`src/design/rsp_verify_params.svh`:
```
// ============================================================
// width settings for the read-response verifier
// the data word is 8 bytes and the pattern is at most 4 bytes
// ============================================================
`ifndef RSP_VERIFY_PARAMS_SVH
`define RSP_VERIFY_PARAMS_SVH

// bytes in one response data word
`define RSPV_DATA_BYTES 8

// the response ID is the address-increment index of the beat
`define RSPV_ID_WIDTH 9

`define RSPV_PATTERN_WIDTH 32

`endif
```
`src/design/rsp_verify_pkg.sv`:
```
// ============================================================
// types shared by the read-response verifier
// only pattern sizes of 1, 2 and 4 bytes are legal
// ============================================================
`include "rsp_verify_params.svh"

package rsp_verify_pkg;

  typedef logic [`RSPV_DATA_BYTES*8-1:0]         data_t;
  typedef logic [`RSPV_DATA_BYTES-1:0]           byte_mask_t;
  typedef logic [`RSPV_ID_WIDTH-1:0]             id_t;
  typedef logic [`RSPV_PATTERN_WIDTH-1:0]        pattern_t;
  typedef logic [$clog2(`RSPV_DATA_BYTES)-1:0]   byte_offset_t;
  typedef logic [2:0]                            pattern_size_t;
  typedef logic [1:0]                            resp_t;

  // read response code for a slave error
  localparam resp_t RESP_SLVERR = 2'd2;

  typedef enum logic [3:0] {
    IDLE, START, CHECK_COUNT, START_ERROR, COLLECT_ERROR, RECORD_ERROR, PRECOMPLETE, COMPLETE
  } ctrl_state_e;

endpackage

```
`src/design/rsp_beat_if.sv`:
```
// ============================================================
// one response beat between pipeline stages
// fields are only meaningful while valid is high
// ============================================================
`timescale 1ns/10ps

interface rsp_beat_if;

  import rsp_verify_pkg::*;

  logic  valid;
  id_t   id;
  data_t data;
  logic  slverr;

  modport src (output valid, output id, output data, output slverr);
  modport dst (input valid, input id, input data, input slverr);

endinterface

```
`src/design/rsp_verify_top.sv`:
```
// ============================================================
// read-response verifier with a seven-stage compare pipeline
// there is no back-pressure so the pipeline never stalls
// ============================================================
`timescale 1ns/10ps

module rsp_verify_top
(
  input  logic                          clk,
  input  logic                          reset_n,
  input  logic                          i_enable,
  input  rsp_verify_pkg::id_t           i_nai,
  input  logic                          i_single_transaction,
  input  rsp_verify_pkg::pattern_t      i_base_pattern,
  input  rsp_verify_pkg::pattern_size_t i_pattern_size,
  input  rsp_verify_pkg::byte_mask_t    i_byte_mask,
  input  logic                          i_rvalid,
  input  rsp_verify_pkg::id_t           i_rid,
  input  rsp_verify_pkg::data_t         i_rdata,
  input  rsp_verify_pkg::resp_t         i_rresp,
  output logic                          o_rready,
  output logic                          o_busy,
  output logic                          o_record_error,
  output logic                          o_slverr_received,
  output logic                          o_error_found,
  output rsp_verify_pkg::id_t           o_error_index,
  output rsp_verify_pkg::pattern_t      o_error_expected_pattern,
  output rsp_verify_pkg::pattern_t      o_error_received_pattern,
  output rsp_verify_pkg::byte_offset_t  o_error_byte_offset
);

  import rsp_verify_pkg::*;

  logic       run_start;
  logic       start_gather;
  logic       beat_done;
  logic       slverr_seen;
  data_t      expected;
  pattern_t   pattern;
  byte_mask_t mismatch;
  data_t      error_data;

  rsp_beat_if cap_beat ();
  rsp_beat_if gen_beat ();

  rsp_capture rsp_capture_inst
  (
    .clk         (clk),
    .reset_n     (reset_n),
    .i_rready    (o_rready),
    .i_run_start (run_start),
    .i_rvalid    (i_rvalid),
    .i_rid       (i_rid),
    .i_rdata     (i_rdata),
    .i_rresp     (i_rresp),
    .o_beat      (cap_beat.src)
  );

  pattern_gen pattern_gen_inst
  (
    .clk            (clk),
    .reset_n        (reset_n),
    .i_rready       (o_rready),
    .i_base_pattern (i_base_pattern),
    .i_pattern_size (i_pattern_size),
    .i_byte_mask    (i_byte_mask),
    .i_beat         (cap_beat.dst),
    .o_beat         (gen_beat.src),
    .o_expected     (expected),
    .o_pattern      (pattern)
  );

  pattern_compare pattern_compare_inst
  (
    .clk             (clk),
    .reset_n         (reset_n),
    .i_rready        (o_rready),
    .i_run_start     (run_start),
    .i_byte_mask     (i_byte_mask),
    .i_beat          (gen_beat.dst),
    .i_expected      (expected),
    .i_pattern       (pattern),
    .o_valid         (beat_done),
    .o_slverr_seen   (slverr_seen),
    .o_error_found   (o_error_found),
    .o_mismatch      (mismatch),
    .o_error_data    (error_data),
    .o_error_index   (o_error_index),
    .o_error_pattern (o_error_expected_pattern)
  );

  error_extract error_extract_inst
  (
    .clk                (clk),
    .reset_n            (reset_n),
    .i_start            (start_gather),
    .i_mismatch         (mismatch),
    .i_error_data       (error_data),
    .i_pattern_size     (i_pattern_size),
    .o_byte_offset      (o_error_byte_offset),
    .o_received_pattern (o_error_received_pattern)
  );

  rsp_verify_ctrl rsp_verify_ctrl_inst
  (
    .clk                  (clk),
    .reset_n              (reset_n),
    .i_enable             (i_enable),
    .i_nai                (i_nai),
    .i_single_transaction (i_single_transaction),
    .i_beat_done          (beat_done),
    .i_error_found        (o_error_found),
    .i_slverr_seen        (slverr_seen),
    .o_run_start          (run_start),
    .o_rready             (o_rready),
    .o_busy               (o_busy),
    .o_start_gather       (start_gather),
    .o_record_error       (o_record_error),
    .o_slverr_received    (o_slverr_received)
  );

endmodule

```
`src/design/rsp_verify_ctrl.sv`:
```
// ============================================================
// run controller with the response counter and status flags
// an NAI of 511 cannot be reached by the 9-bit counter
// ============================================================
`timescale 1ns/10ps

module rsp_verify_ctrl
(
  input  logic                clk,
  input  logic                reset_n,
  input  logic                i_enable,
  input  rsp_verify_pkg::id_t i_nai,
  input  logic                i_single_transaction,
  input  logic                i_beat_done,
  input  logic                i_error_found,
  input  logic                i_slverr_seen,
  output logic                o_run_start,
  output logic                o_rready,
  output logic                o_busy,
  output logic                o_start_gather,
  output logic                o_record_error,
  output logic                o_slverr_received
);

  import rsp_verify_pkg::*;

  ctrl_state_e state;
  ctrl_state_e next_state;
  id_t         nai_q;
  id_t         rsp_count;
  logic        run_done;
  logic        collect_second;

  // a single-transaction run ends on the first response
  assign run_done = i_single_transaction ? (rsp_count != '0) : (rsp_count > nai_q);

  always_ff @(posedge clk)
  begin
    if (!reset_n)
    begin
      nai_q     <= '0;
      rsp_count <= '0;
    end
    else if (o_run_start)
    begin
      nai_q     <= i_nai;
      rsp_count <= '0;
    end
    else if (i_beat_done)
      rsp_count <= rsp_count + id_t'(1);
  end

  // ==========================================================
  // status towards the response channel and the requester
  // ==========================================================
  always_ff @(posedge clk)
  begin
    if (!reset_n)
    begin
      o_rready <= 1'b0;
      o_busy   <= 1'b0;
    end
    else if (o_run_start)
    begin
      o_rready <= 1'b1;
      o_busy   <= 1'b1;
    end
    else
    begin
      if (run_done || state == COMPLETE)
        o_rready <= 1'b0;
      if (state == COMPLETE)
        o_busy <= 1'b0;
    end
  end

  always_ff @(posedge clk)
  begin
    if (!reset_n || o_run_start)
      o_slverr_received <= 1'b0;
    else if (state == PRECOMPLETE)
      o_slverr_received <= i_slverr_seen;
  end

  // COLLECT_ERROR lasts two cycles so the extraction can settle
  always_ff @(posedge clk)
  begin
    if (!reset_n || state != COLLECT_ERROR)
      collect_second <= 1'b0;
    else
      collect_second <= ~collect_second;
  end

  // ==========================================================
  // state machine
  // ==========================================================
  always_ff @(posedge clk)
  begin
    if (!reset_n)
      state <= IDLE;
    else
      state <= next_state;
  end

  always_comb
  begin
    next_state     = state;
    o_run_start    = 1'b0;
    o_start_gather = 1'b0;
    o_record_error = 1'b0;
    case (state)
      IDLE:
      begin
        o_run_start = i_enable;
        if (i_enable)
          next_state = START;
      end
      START:         next_state = CHECK_COUNT;
      CHECK_COUNT:
      begin
        if (i_error_found)
          next_state = START_ERROR;
        else if (run_done)
          next_state = PRECOMPLETE;
      end
      START_ERROR:
      begin
        o_start_gather = 1'b1;
        next_state     = COLLECT_ERROR;
      end
      COLLECT_ERROR:
      begin
        if (collect_second)
          next_state = RECORD_ERROR;
      end
      RECORD_ERROR:
      begin
        o_record_error = 1'b1;
        next_state     = PRECOMPLETE;
      end
      PRECOMPLETE:   next_state = COMPLETE;
      COMPLETE:      next_state = IDLE;
      default:       next_state = IDLE;
    endcase
  end

  // a record pulse needs a held error and lasts one cycle
  assert property (@(posedge clk) disable iff (!reset_n)
    o_record_error |-> i_error_found ##1 !o_record_error);

  // busy covers the whole run from START through COMPLETE
  assert property (@(posedge clk) disable iff (!reset_n) (state != IDLE) |-> o_busy);

endmodule

```
`src/design/error_extract.sv`:
```
// ============================================================
// byte offset and received pattern of the first error
// results settle two cycles after i_start
// ============================================================
`timescale 1ns/10ps
`include "rsp_verify_params.svh"

module error_extract
(
  input  logic                          clk,
  input  logic                          reset_n,
  input  logic                          i_start,
  input  rsp_verify_pkg::byte_mask_t    i_mismatch,
  input  rsp_verify_pkg::data_t         i_error_data,
  input  rsp_verify_pkg::pattern_size_t i_pattern_size,
  output rsp_verify_pkg::byte_offset_t  o_byte_offset,
  output rsp_verify_pkg::pattern_t      o_received_pattern
);

  import rsp_verify_pkg::*;

  logic         gather;
  byte_offset_t first_bit;
  byte_offset_t aligned;
  data_t        shifted;

  // the lowest mismatching byte wins
  always_comb
  begin
    first_bit = '0;
    for (int k = `RSPV_DATA_BYTES - 1; k >= 0; k--)
      if (i_mismatch[k])
        first_bit = byte_offset_t'(k);
  end

  // the received pattern starts at the offset rounded down to the size
  assign aligned = o_byte_offset & ~byte_offset_t'(i_pattern_size - 3'd1);
  assign shifted = i_error_data >> (8 * aligned);

  always_ff @(posedge clk)
  begin
    if (!reset_n)
    begin
      gather             <= 1'b0;
      o_byte_offset      <= '0;
      o_received_pattern <= '0;
    end
    else
    begin
      gather <= i_start;
      if (i_start)
        o_byte_offset <= first_bit;
      if (gather)
      begin
        case (i_pattern_size)
          3'd1:    o_received_pattern <= {24'h0, shifted[7:0]};
          3'd2:    o_received_pattern <= {16'h0, shifted[15:0]};
          default: o_received_pattern <= shifted[31:0];
        endcase
      end
    end
  end

endmodule

```
`src/design/pattern_compare.sv`:
```
// ============================================================
// pipeline stages 6 and 7 with the masked byte compare
// only the first mismatching beat of a run is held
// ============================================================
`timescale 1ns/10ps
`include "rsp_verify_params.svh"

module pattern_compare
(
  input  logic                       clk,
  input  logic                       reset_n,
  input  logic                       i_rready,
  input  logic                       i_run_start,
  input  rsp_verify_pkg::byte_mask_t i_byte_mask,
  rsp_beat_if.dst                    i_beat,
  input  rsp_verify_pkg::data_t      i_expected,
  input  rsp_verify_pkg::pattern_t   i_pattern,
  output logic                       o_valid,
  output logic                       o_slverr_seen,
  output logic                       o_error_found,
  output rsp_verify_pkg::byte_mask_t o_mismatch,
  output rsp_verify_pkg::data_t      o_error_data,
  output rsp_verify_pkg::id_t        o_error_index,
  output rsp_verify_pkg::pattern_t   o_error_pattern
);

  import rsp_verify_pkg::*;

  byte_mask_t mismatch;
  logic       capture;

  logic       p6_valid;
  byte_mask_t p6_mismatch;
  data_t      p6_data;
  id_t        p6_id;
  pattern_t   p6_pattern;
  logic       p6_slverr;

  // ==========================================================
  // stage 6 reduces the compare to one bit per enabled byte
  // ==========================================================
  always_comb
  begin
    for (int k = 0; k < `RSPV_DATA_BYTES; k++)
      mismatch[k] = i_byte_mask[k] && (i_beat.data[8*k +: 8] != i_expected[8*k +: 8]);
  end

  always_ff @(posedge clk)
  begin
    if (!reset_n || !i_rready)
    begin
      p6_valid <= 1'b0;
      o_valid  <= 1'b0;
    end
    else
    begin
      p6_valid <= i_beat.valid;
      o_valid  <= p6_valid;
    end
  end

  always_ff @(posedge clk)
  begin
    if (i_beat.valid)
    begin
      p6_mismatch <= mismatch;
      p6_data     <= i_beat.data;
      p6_id       <= i_beat.id;
      p6_pattern  <= i_pattern;
      p6_slverr   <= i_beat.slverr;
    end
  end

  // ==========================================================
  // stage 7 freezes the first error until the next run
  // ==========================================================
  assign capture = i_rready && p6_valid && !o_error_found && (|p6_mismatch);

  always_ff @(posedge clk)
  begin
    if (!reset_n || i_run_start)
    begin
      o_error_found   <= 1'b0;
      o_mismatch      <= '0;
      o_error_data    <= '0;
      o_error_index   <= '0;
      o_error_pattern <= '0;
    end
    else if (capture)
    begin
      o_error_found   <= 1'b1;
      o_mismatch      <= p6_mismatch;
      o_error_data    <= p6_data;
      o_error_index   <= p6_id;
      o_error_pattern <= p6_pattern;
    end
  end

  // a slave error anywhere in the run stays visible until the next run
  always_ff @(posedge clk)
  begin
    if (!reset_n || i_run_start)
      o_slverr_seen <= 1'b0;
    else if (i_rready && p6_valid && p6_slverr)
      o_slverr_seen <= 1'b1;
  end

endmodule

```
`src/design/pattern_gen.sv`:
```
// ============================================================
// pipeline stages 3 to 5 that rebuild the expected data word
// the pattern size must be 1, 2 or 4 while beats are in flight
// ============================================================
`timescale 1ns/10ps
`include "rsp_verify_params.svh"

module pattern_gen
(
  input  logic                          clk,
  input  logic                          reset_n,
  input  logic                          i_rready,
  input  rsp_verify_pkg::pattern_t      i_base_pattern,
  input  rsp_verify_pkg::pattern_size_t i_pattern_size,
  input  rsp_verify_pkg::byte_mask_t    i_byte_mask,
  rsp_beat_if.dst                       i_beat,
  rsp_beat_if.src                       o_beat,
  output rsp_verify_pkg::data_t         o_expected,
  output rsp_verify_pkg::pattern_t      o_pattern
);

  import rsp_verify_pkg::*;

  logic       p3_valid;
  id_t        p3_id;
  data_t      p3_data;
  logic       p3_slverr;
  pattern_t   p3_sum;

  logic       p4_valid;
  id_t        p4_id;
  data_t      p4_data;
  logic       p4_slverr;
  pattern_t   p4_sum;
  pattern_t   p4_trunc;

  logic [1:0] size_mask;
  data_t      expand;

  always_ff @(posedge clk)
  begin
    if (!reset_n || !i_rready)
    begin
      p3_valid     <= 1'b0;
      p4_valid     <= 1'b0;
      o_beat.valid <= 1'b0;
    end
    else
    begin
      p3_valid     <= i_beat.valid;
      p4_valid     <= p3_valid;
      o_beat.valid <= p4_valid;
    end
  end

  // ==========================================================
  // stage 3 adds the index to the base pattern of the set
  // ==========================================================
  always_ff @(posedge clk)
  begin
    if (i_beat.valid)
    begin
      p3_id     <= i_beat.id;
      p3_data   <= i_beat.data;
      p3_slverr <= i_beat.slverr;
      p3_sum    <= i_base_pattern + pattern_t'(i_beat.id);
    end
  end

  // stage 4 keeps only the low pattern-size bytes of the sum
  always_ff @(posedge clk)
  begin
    if (p3_valid)
    begin
      p4_id     <= p3_id;
      p4_data   <= p3_data;
      p4_slverr <= p3_slverr;
      p4_sum    <= p3_sum;
      case (i_pattern_size)
        3'd1:    p4_trunc <= {24'h0, p3_sum[7:0]};
        3'd2:    p4_trunc <= {16'h0, p3_sum[15:0]};
        default: p4_trunc <= p3_sum;
      endcase
    end
  end

  // byte k of the word takes byte (k mod size) of the pattern
  assign size_mask = 2'(i_pattern_size - 3'd1);

  always_comb
  begin
    for (int k = 0; k < `RSPV_DATA_BYTES; k++)
      expand[8*k +: 8] = i_byte_mask[k] ? p4_trunc[8*(k[1:0] & size_mask) +: 8] : 8'h00;
  end

  // ==========================================================
  // stage 5 registers the expanded word
  // ==========================================================
  always_ff @(posedge clk)
  begin
    if (p4_valid)
    begin
      o_beat.id     <= p4_id;
      o_beat.data   <= p4_data;
      o_beat.slverr <= p4_slverr;
      o_expected    <= expand;
      o_pattern     <= p4_sum;
    end
  end

  assert property (@(posedge clk) disable iff (!reset_n)
    (i_beat.valid || p3_valid || p4_valid) |-> i_pattern_size inside {3'd1, 3'd2, 3'd4});

endmodule

```
`src/design/rsp_capture.sv`:
```
// ============================================================
// pipeline stages 1 and 2 of the response channel
// beats offered while i_rready is low are dropped
// ============================================================
`timescale 1ns/10ps

module rsp_capture
(
  input  logic                  clk,
  input  logic                  reset_n,
  input  logic                  i_rready,
  input  logic                  i_run_start,
  input  logic                  i_rvalid,
  input  rsp_verify_pkg::id_t   i_rid,
  input  rsp_verify_pkg::data_t i_rdata,
  input  rsp_verify_pkg::resp_t i_rresp,
  rsp_beat_if.src               o_beat
);

  import rsp_verify_pkg::*;

  logic  p1_valid;
  id_t   p1_id;
  data_t p1_data;
  resp_t p1_resp;

  // ==========================================================
  // stage 1 registers the channel
  // ==========================================================
  always_ff @(posedge clk)
  begin
    if (!reset_n || !i_rready)
      p1_valid <= 1'b0;
    else
      p1_valid <= i_rvalid;
  end

  always_ff @(posedge clk)
  begin
    if (i_rready)
    begin
      p1_id   <= i_rid;
      p1_data <= i_rdata;
      p1_resp <= i_rresp;
    end
  end

  // ==========================================================
  // stage 2 forwards the beat and flags a slave error
  // ==========================================================
  always_ff @(posedge clk)
  begin
    if (!reset_n || !i_rready)
      o_beat.valid <= 1'b0;
    else
      o_beat.valid <= p1_valid;
  end

  always_ff @(posedge clk)
  begin
    if (!reset_n || i_run_start)
      o_beat.slverr <= 1'b0;
    else
      o_beat.slverr <= i_rready && p1_valid && (p1_resp == RESP_SLVERR);
  end

  always_ff @(posedge clk)
  begin
    o_beat.id   <= p1_id;
    o_beat.data <= p1_data;
  end

  // an offered beat must carry a defined response code
  assert property (@(posedge clk) disable iff (!reset_n) i_rvalid |-> !$isunknown(i_rresp));

endmodule

```
`config.mk`:
```
export PLATFORM = sky130hd
export DESIGN_NAME = rsp_verify_top
export DESIGN_NICKNAME = d
export VERILOG_FILES = /design/src/design/rsp_verify_pkg.sv /design/src/design/rsp_beat_if.sv /design/src/design/rsp_verify_top.sv /design/src/design/rsp_verify_ctrl.sv /design/src/design/error_extract.sv /design/src/design/pattern_compare.sv /design/src/design/pattern_gen.sv /design/src/design/rsp_capture.sv
export VERILOG_INCLUDE_DIRS = /design/src /design/src/design
export SDC_FILE = /design/constraint.sdc
export NUM_CORES = 1
export LEC_CHECK = 0
export BUFFER_PORTS_ARGS = -buffer_cell sky130_fd_sc_hd__buf_2
export CAP_MARGIN = 20
export CORE_UTILIZATION = 40
export DETAILED_ROUTE_END_ITERATION = 8
export GPL_ROUTABILITY_DRIVEN = 0
export SYNTH_ARGS = -nofsm -noshare
export SYNTH_HDL_FRONTEND = slang
export SYNTH_SLANG_ARGS = --single-unit
```
`constraint.sdc`:
```
create_clock -name clk -period 12.5 [get_ports clk]
set_input_delay 3.75 -clock clk [delete_from_list [all_inputs] [get_ports clk]]
set_output_delay 3.75 -clock clk [all_outputs]
set_load 0.01 [all_outputs]
```
=== Word level (Yosys, flattened, before mapping) ===
Cells that the tools add are included.

* Logic and storage cells: 140
* Register bits after elaboration: 861
* Input port bits: 132
* Output and inout port bits: 81

* Reduce and logical (&&, ||, !) cells: 28
* Equality and inequality tests: 22
* Shifts and indexed selects: 4
* Add/subtract/negate cells: 3
* Bitwise operators: 4
* Order comparisons: 1
* Muxes and demuxes: 23

{| class="wikitable"
|+ Operator list
! cell !! number
|-
| $pmux W32 S2 || 2
|-
| $ne A8 B8 Y1 || 8
|-
| $shiftx A32 B6 Y8 || 2
|-
| $shr A64 B6 Y32 || 1
|-
| $add A32 B9 Y32 || 1
|-
| $shiftx A32 B5 Y8 || 1
|-
| $pmux W4 S7 || 1
|-
| $mux W3 || 8
|-
| $eq A4 B3 Y1 const B || 4
|-
| $mux W4 || 4
|-
| $logic_and A1 B1 Y1 || 14
|-
| $add A9 B1 Y9 const B || 1
|-
| $gt A9 B9 Y1 || 1
|-
| $reduce_bool A9 Y1 || 1
|-
| $eq A4 B2 Y1 const B || 2
|-
| $mux W1 || 8
|-
| $reduce_or A8 Y1 || 1
|-
| $eq A4 B1 Y1 const B || 1
|-
| $logic_not A4 Y1 || 1
|-
| $logic_or A1 B1 Y1 || 4
|-
| $ne A4 B3 Y1 const B || 1
|-
| $reduce_bool A2 Y1 || 2
|-
| $and A3 B3 Y3 || 1
|-
| $eq A3 B1 Y1 const B || 1
|-
| 11 further kinds || 14
|}

=== Depth between registers and ports, before layout ===
* Depth in word-level cells: 8
* Gate-level depth with buffers: 15
* Depth with buffers taken out: 8

=== Modules after synthesis ===
Synthesis repeated with hierarchy kept, for this count alone.

* Cell total of the unflattened synthesis: 2008
* Area, all modules: 30865.9 um^2

{| class="wikitable"
|+ By module, submodules not included
! module !! instances !! area each (um^2) !! sequential area each (um^2) !! cells each
|-
| pattern_gen || 1 || 14182.4 || 12251.8 || 671
|-
| pattern_compare || 1 || 8734.6 || 5765.5 || 706
|-
| rsp_capture || 1 || 3802.4 || 3773.6 || 155
|-
| error_extract || 1 || 2811.4 || 720.7 || 314
|-
| rsp_verify_ctrl || 1 || 1335.0 || 500.5 || 162
|}

=== Worst setup path after synthesis ===
No wires, ideal clock.

* Path type: in2reg
* From: input port i_pattern_size[0]
* To: register error_extract_inst.o_received_pattern[31]
* Cell stages on the path: 15
* Path buffers: 7
* Setup time: 0.115 ns
* Required time: 12.385 ns
* Arrival: 6.044 ns
* Path slack: 6.341 ns
* Path through: buf_2 clkbuf_1 buf_2 inv_1 ha_1 buf_6 and2_4 buf_6 buf_8 buf_6 a211oi_1 a211oi_1 a31oi_1 o22ai_1 and2_1

* Longest elaborated chain between the ends: 5
* Elaborated cells on any way between the ends: 7
* Classes of those cells: 1 x add/sub; 2 x eq/ne; 1 x shift; 1 x mux; 2 x bitwise

{| class="wikitable"
|+ RTL lines
! element !! line !! text
|-
| from (decl) || rsp_verify_top.sv:15 || <nowiki>input rsp_verify_pkg::pattern_size_t i_pattern_size,</nowiki>
|-
| $sub A3 B1 Y3 || - ||
|-
| $not A3 Y3 || error_extract.sv:37 || <nowiki>assign aligned = o_byte_offset & ~byte_offset_t'(i_pattern_size - 3'd1);</nowiki>
|-
| $and A3 B3 Y3 || error_extract.sv:37 ||
|-
| $shr A64 B6 Y32 || error_extract.sv:38 || <nowiki>assign shifted = i_error_data >> (8 * aligned);</nowiki>
|-
| $pmux W32 S2 * || error_extract.sv:55 || <nowiki>case (i_pattern_size)</nowiki>
|-
| to (signal assigned) || error_extract.sv:56 || <nowiki>3'd1: o_received_pattern <= {24'h0, shifted[7:0]};</nowiki>
|-
| to (signal assigned) || error_extract.sv:57 || <nowiki>3'd2: o_received_pattern <= {16'h0, shifted[15:0]};</nowiki>
|-
| to (signal assigned) || error_extract.sv:58 || <nowiki>default: o_received_pattern <= shifted[31:0];</nowiki>
|-
| to (decl) || error_extract.sv:17 || <nowiki>output rsp_verify_pkg::pattern_t o_received_pattern</nowiki>
|}

Every way passes the cells marked *; elsewhere a longest branch is shown, timed or not.
A chain may end at the register's enable or synchronous reset.

=== Worst setup path in the final report ===
* From: input port i_pattern_size[0]
* To: register error_extract_inst.o_received_pattern[8]

Same word-level chain as after synthesis.

==> flow_summary.yaml <==
status:
  status: "completed"
routing:
  wl_per_cell_microns: 19.7
  routed_via_density: 5.00
  drt_wl_total_mm: 65.7
  num_vias: 16700
  drc_errors: 0
  ant_nets: 0
  drt_iter0_markers: 1500
  drt_pre_antenna_iters: 5
clock_tree:
  htreeDepth: 3
  cts_tree: "done"
  cts-root-buf: "clkbuf_16"
  cts_resized: 0
  clkLatencyLatePin_ns: 0.64
  cts_setup_buffers: 0
  clockBufferDepth: 3
  cts_inserted_buffers: 89
  clock-sinks: 852
  postCtsHoldBufs: 0
  clk_pin_slew_worst_paths_ns: 0.06
setup_path:
  r2r_cells: 2
  crit_chain: "buf_2 > inv_1 > ha_1 > and2_4 > mux4_1 > o21ai_1 > o22ai_1 > and2_1"
  ff2ff_setup_slack_ns: 9.70
  required_ns: 13.01
  critical_path.top_delay_family: "simple AND/OR/NAND/NOR gates"
  critPathBufInv: 2
  crit_path_max_incr_delay_ns: 0.93
  worstPathMaxFanout: 81
  endpoint_kind: "flip-flop"
  cpMaxStageDelayCell: "ha_1"
  timing.rr.end: "pattern_gen_inst.o_beat.data[47]"
  start_kind: "input port"
  crit_type: "input port to flip-flop"
  rr_startpoint: "pattern_gen_inst.p4_valid"
  cp.arrival_ns: 7.36
sta:
  hold_viol: 0
  finalCriticalPeriod_ns: 6.85
  fin_skew_ns: 0.0290
  setup_viol: 0
  fin_crit_sh_pct: 54.8
  relSlewSlack_pct: 27.1
  rsz0062_at_grt: "false"
  max_freq_ghz: 0.146
  fin_tns_setup_ns: 0
  finalMaxSlewViolations: 0
  tightest_slew_ns: 1.09
pwr:
  power_leakage_uw: 0.0124
  vdd_drop_max_uv: 145
  power_density_mw_per_mm2: 174
global_routing:
  antenna_found_initial: 7
  grt.overflow.total: 0
  track_usage_pct: 17.0
  grt_pass1_vias: 16300
  grt_max_degree: 114
  grt_pass1_wl_mm: 99.1
min_path:
  worst_hold_path.num_cells: 0
  min_from: "rsp_capture_inst.p1_id[6]"
  min_path_type: "flip-flop to flip-flop"
  worst_hold_path.endpoint: "rsp_capture_inst.o_beat.id[6]"
synthesis:
  synth_top_area_share_pct: 59.2
  synth_cells: 2053
  synth_nets: 2213
  synth_area_sq_mm: 0.0302
  synth.area.top_cells: "edfxtp_1 (59%), dfxtp_1 (17%), nand2_1 (3.9%)"
  synth_edf_count: 595
  synth_warnings: 0
  synthDistinctLibCells: 60
  synth-seq-area-share_pct: 76.3
  synthArstFlopShare_pct: 0
  avgSynthCellArea_sq_um: 14.7
  yosysTopAreaCell: "edfxtp_1"
  synth_common_cells: "edfxtp_1 (595), nand2_1 (313), dfxtp_1 (257)"
  synth_seq_cells: 852
  synth_most_common_cell: "edfxtp_1"
  synth_flop_cell: "edfxtp_1"
floorplan:
  io_pins: 213
  die-area_sq_mm: 0.0765
  die_h_microns: 277
  core_sq_mm: 0.0746
  row_count: 100
  start_util_pct: 40.5
  die_w_microns: 277
run:
  max_cap_violations: 0
place:
  place_hpwl_mm: 44.9
  dp.cells: 3159
  portBuffers: 212
finish:
  syn_to_final_growth_pct: 16.8
  final-instance-count-excl-fill: 3331
  layout-drive-gt1-share_pct: 16.5
  nNetsFinal: 2445
-- per-stage QoR --
step                setup WS (ns)  instance area [sq um]  total power [uW]  utilization (%)  hold slack [ns]
floorplan                    6.34                  30200              3410                -            0.323
detailed placement           5.05                  32200              3520             43.1            0.327
global route                 5.43                  35300              6360             47.3            0.346
finish                       5.65                  35300              6140             47.3            0.335
global placement             5.19                  32200              3510             43.1            0.325
CTS                          5.72                  35200              6210             47.2            0.338
-- cells in the final DEF (no fill, tap or decap), types with 10 or more instances in the layout --
cell,netlist,routed
inv_1,33,33
nor2b_1,58,57
nand4_1,13,13
nor2_1,51,51
a31oi_1,26,26
a21oi_1,137,137
and3_1,25,25
clkbuf_1,41,18
dfxtp_1,257,252
o21ai_0,18,18
mux2i_1,52,52
o211ai_1,11,11
xnor2_1,24,24
xor2_1,77,77
nand3_1,13,13
clkinv_1,0,16
clkinv_2,0,10
clkbuf_16,0,92
nor3_1,16,16
buf_4,2,13
a211oi_1,43,43
bufinv_16,0,11
edfxtp_1,595,595
ha_1,27,27
and2_1,54,54
nand2_1,313,312
nor4_1,21,21
buf_2,33,213
-- flip-flops by register name, summed over array words and instances (netlist names), 64 cells and up --
register / count
pattern_compare_inst.o_error_data: 64
pattern_compare_inst.p6_data: 64
pattern_gen_inst.o_beat.data: 64
pattern_gen_inst.o_expected: 64
pattern_gen_inst.p3_data: 64
pattern_gen_inst.p4_data: 64
rsp_capture_inst.o_beat.data: 64
rsp_capture_inst.p1_data: 64
-- logic make-up (layout without fill, tap and decap cells) --
group | after synthesis | after routing | synth area share (%)
DFF | 852 | 852 | 76.3
and+or+nand+nor | 585 | 585 | 9.06
AOI/OAI and AO/OA | 299 | 299 | 6.08
buffers and inverters | 120 | 428 | 1.82
xor gates and xnor gates | 101 | 101 | 2.93
muxes | 68 | 68 | 2.67
adders and majority gates | 28 | 28 | 1.19
other | 0 | 1 | 0
-- how the worst max path moves through the flow --
stage	startpoint	to	slack, ns	cells after the start
2_1_floorplan	i_pattern_size[0]	error_extract_inst.o_received_pattern[31]	6.34	15
3_3_place_gp	i_pattern_size[0]	error_extract_inst.o_received_pattern[10]	5.19	8
3_5_place_dp	i_pattern_size[0]	error_extract_inst.o_received_pattern[8]	5.05	8
4_1_cts	i_pattern_size[0]	error_extract_inst.o_received_pattern[8]	5.72	8
5_1_grt	i_pattern_size[0]	error_extract_inst.o_received_pattern[9]	5.43	8
6_report	i_pattern_size[0]	error_extract_inst.o_received_pattern[8]	5.65	8
-- power breakdown --
group | switching (uW) | internal (uW)
Combinational | 183 | 92.4
Sequential | 54.6 | 3130
Clock | 1070 | 1610
-- layout make-up --
type,count,area [sq um]
diodes,1,2.50
clock buffers,115,2440
clock inverters,52,594
fillers,6500,39300
inverters,33,124
multi-input cells,1081,6640
flip-flops and latches,852,23000
well taps,969,1210
repair buffers,228,1210
-- layer usage --
| metal | vias up | share of wire (%) | global-route usage, % |
|---|---|---|---|
| met5 | - | 0.058 | 0 |
| met4 | 6 | 2.9 | 6.35 |
| met3 | 122 | 6.4 | 3.42 |
| met2 | 542 | 47 | 27.0 |
| met1 | 8069 | 44 | 23.1 |
| li1 | 7928 | - | - |
(Power assumes the default switching activity.)
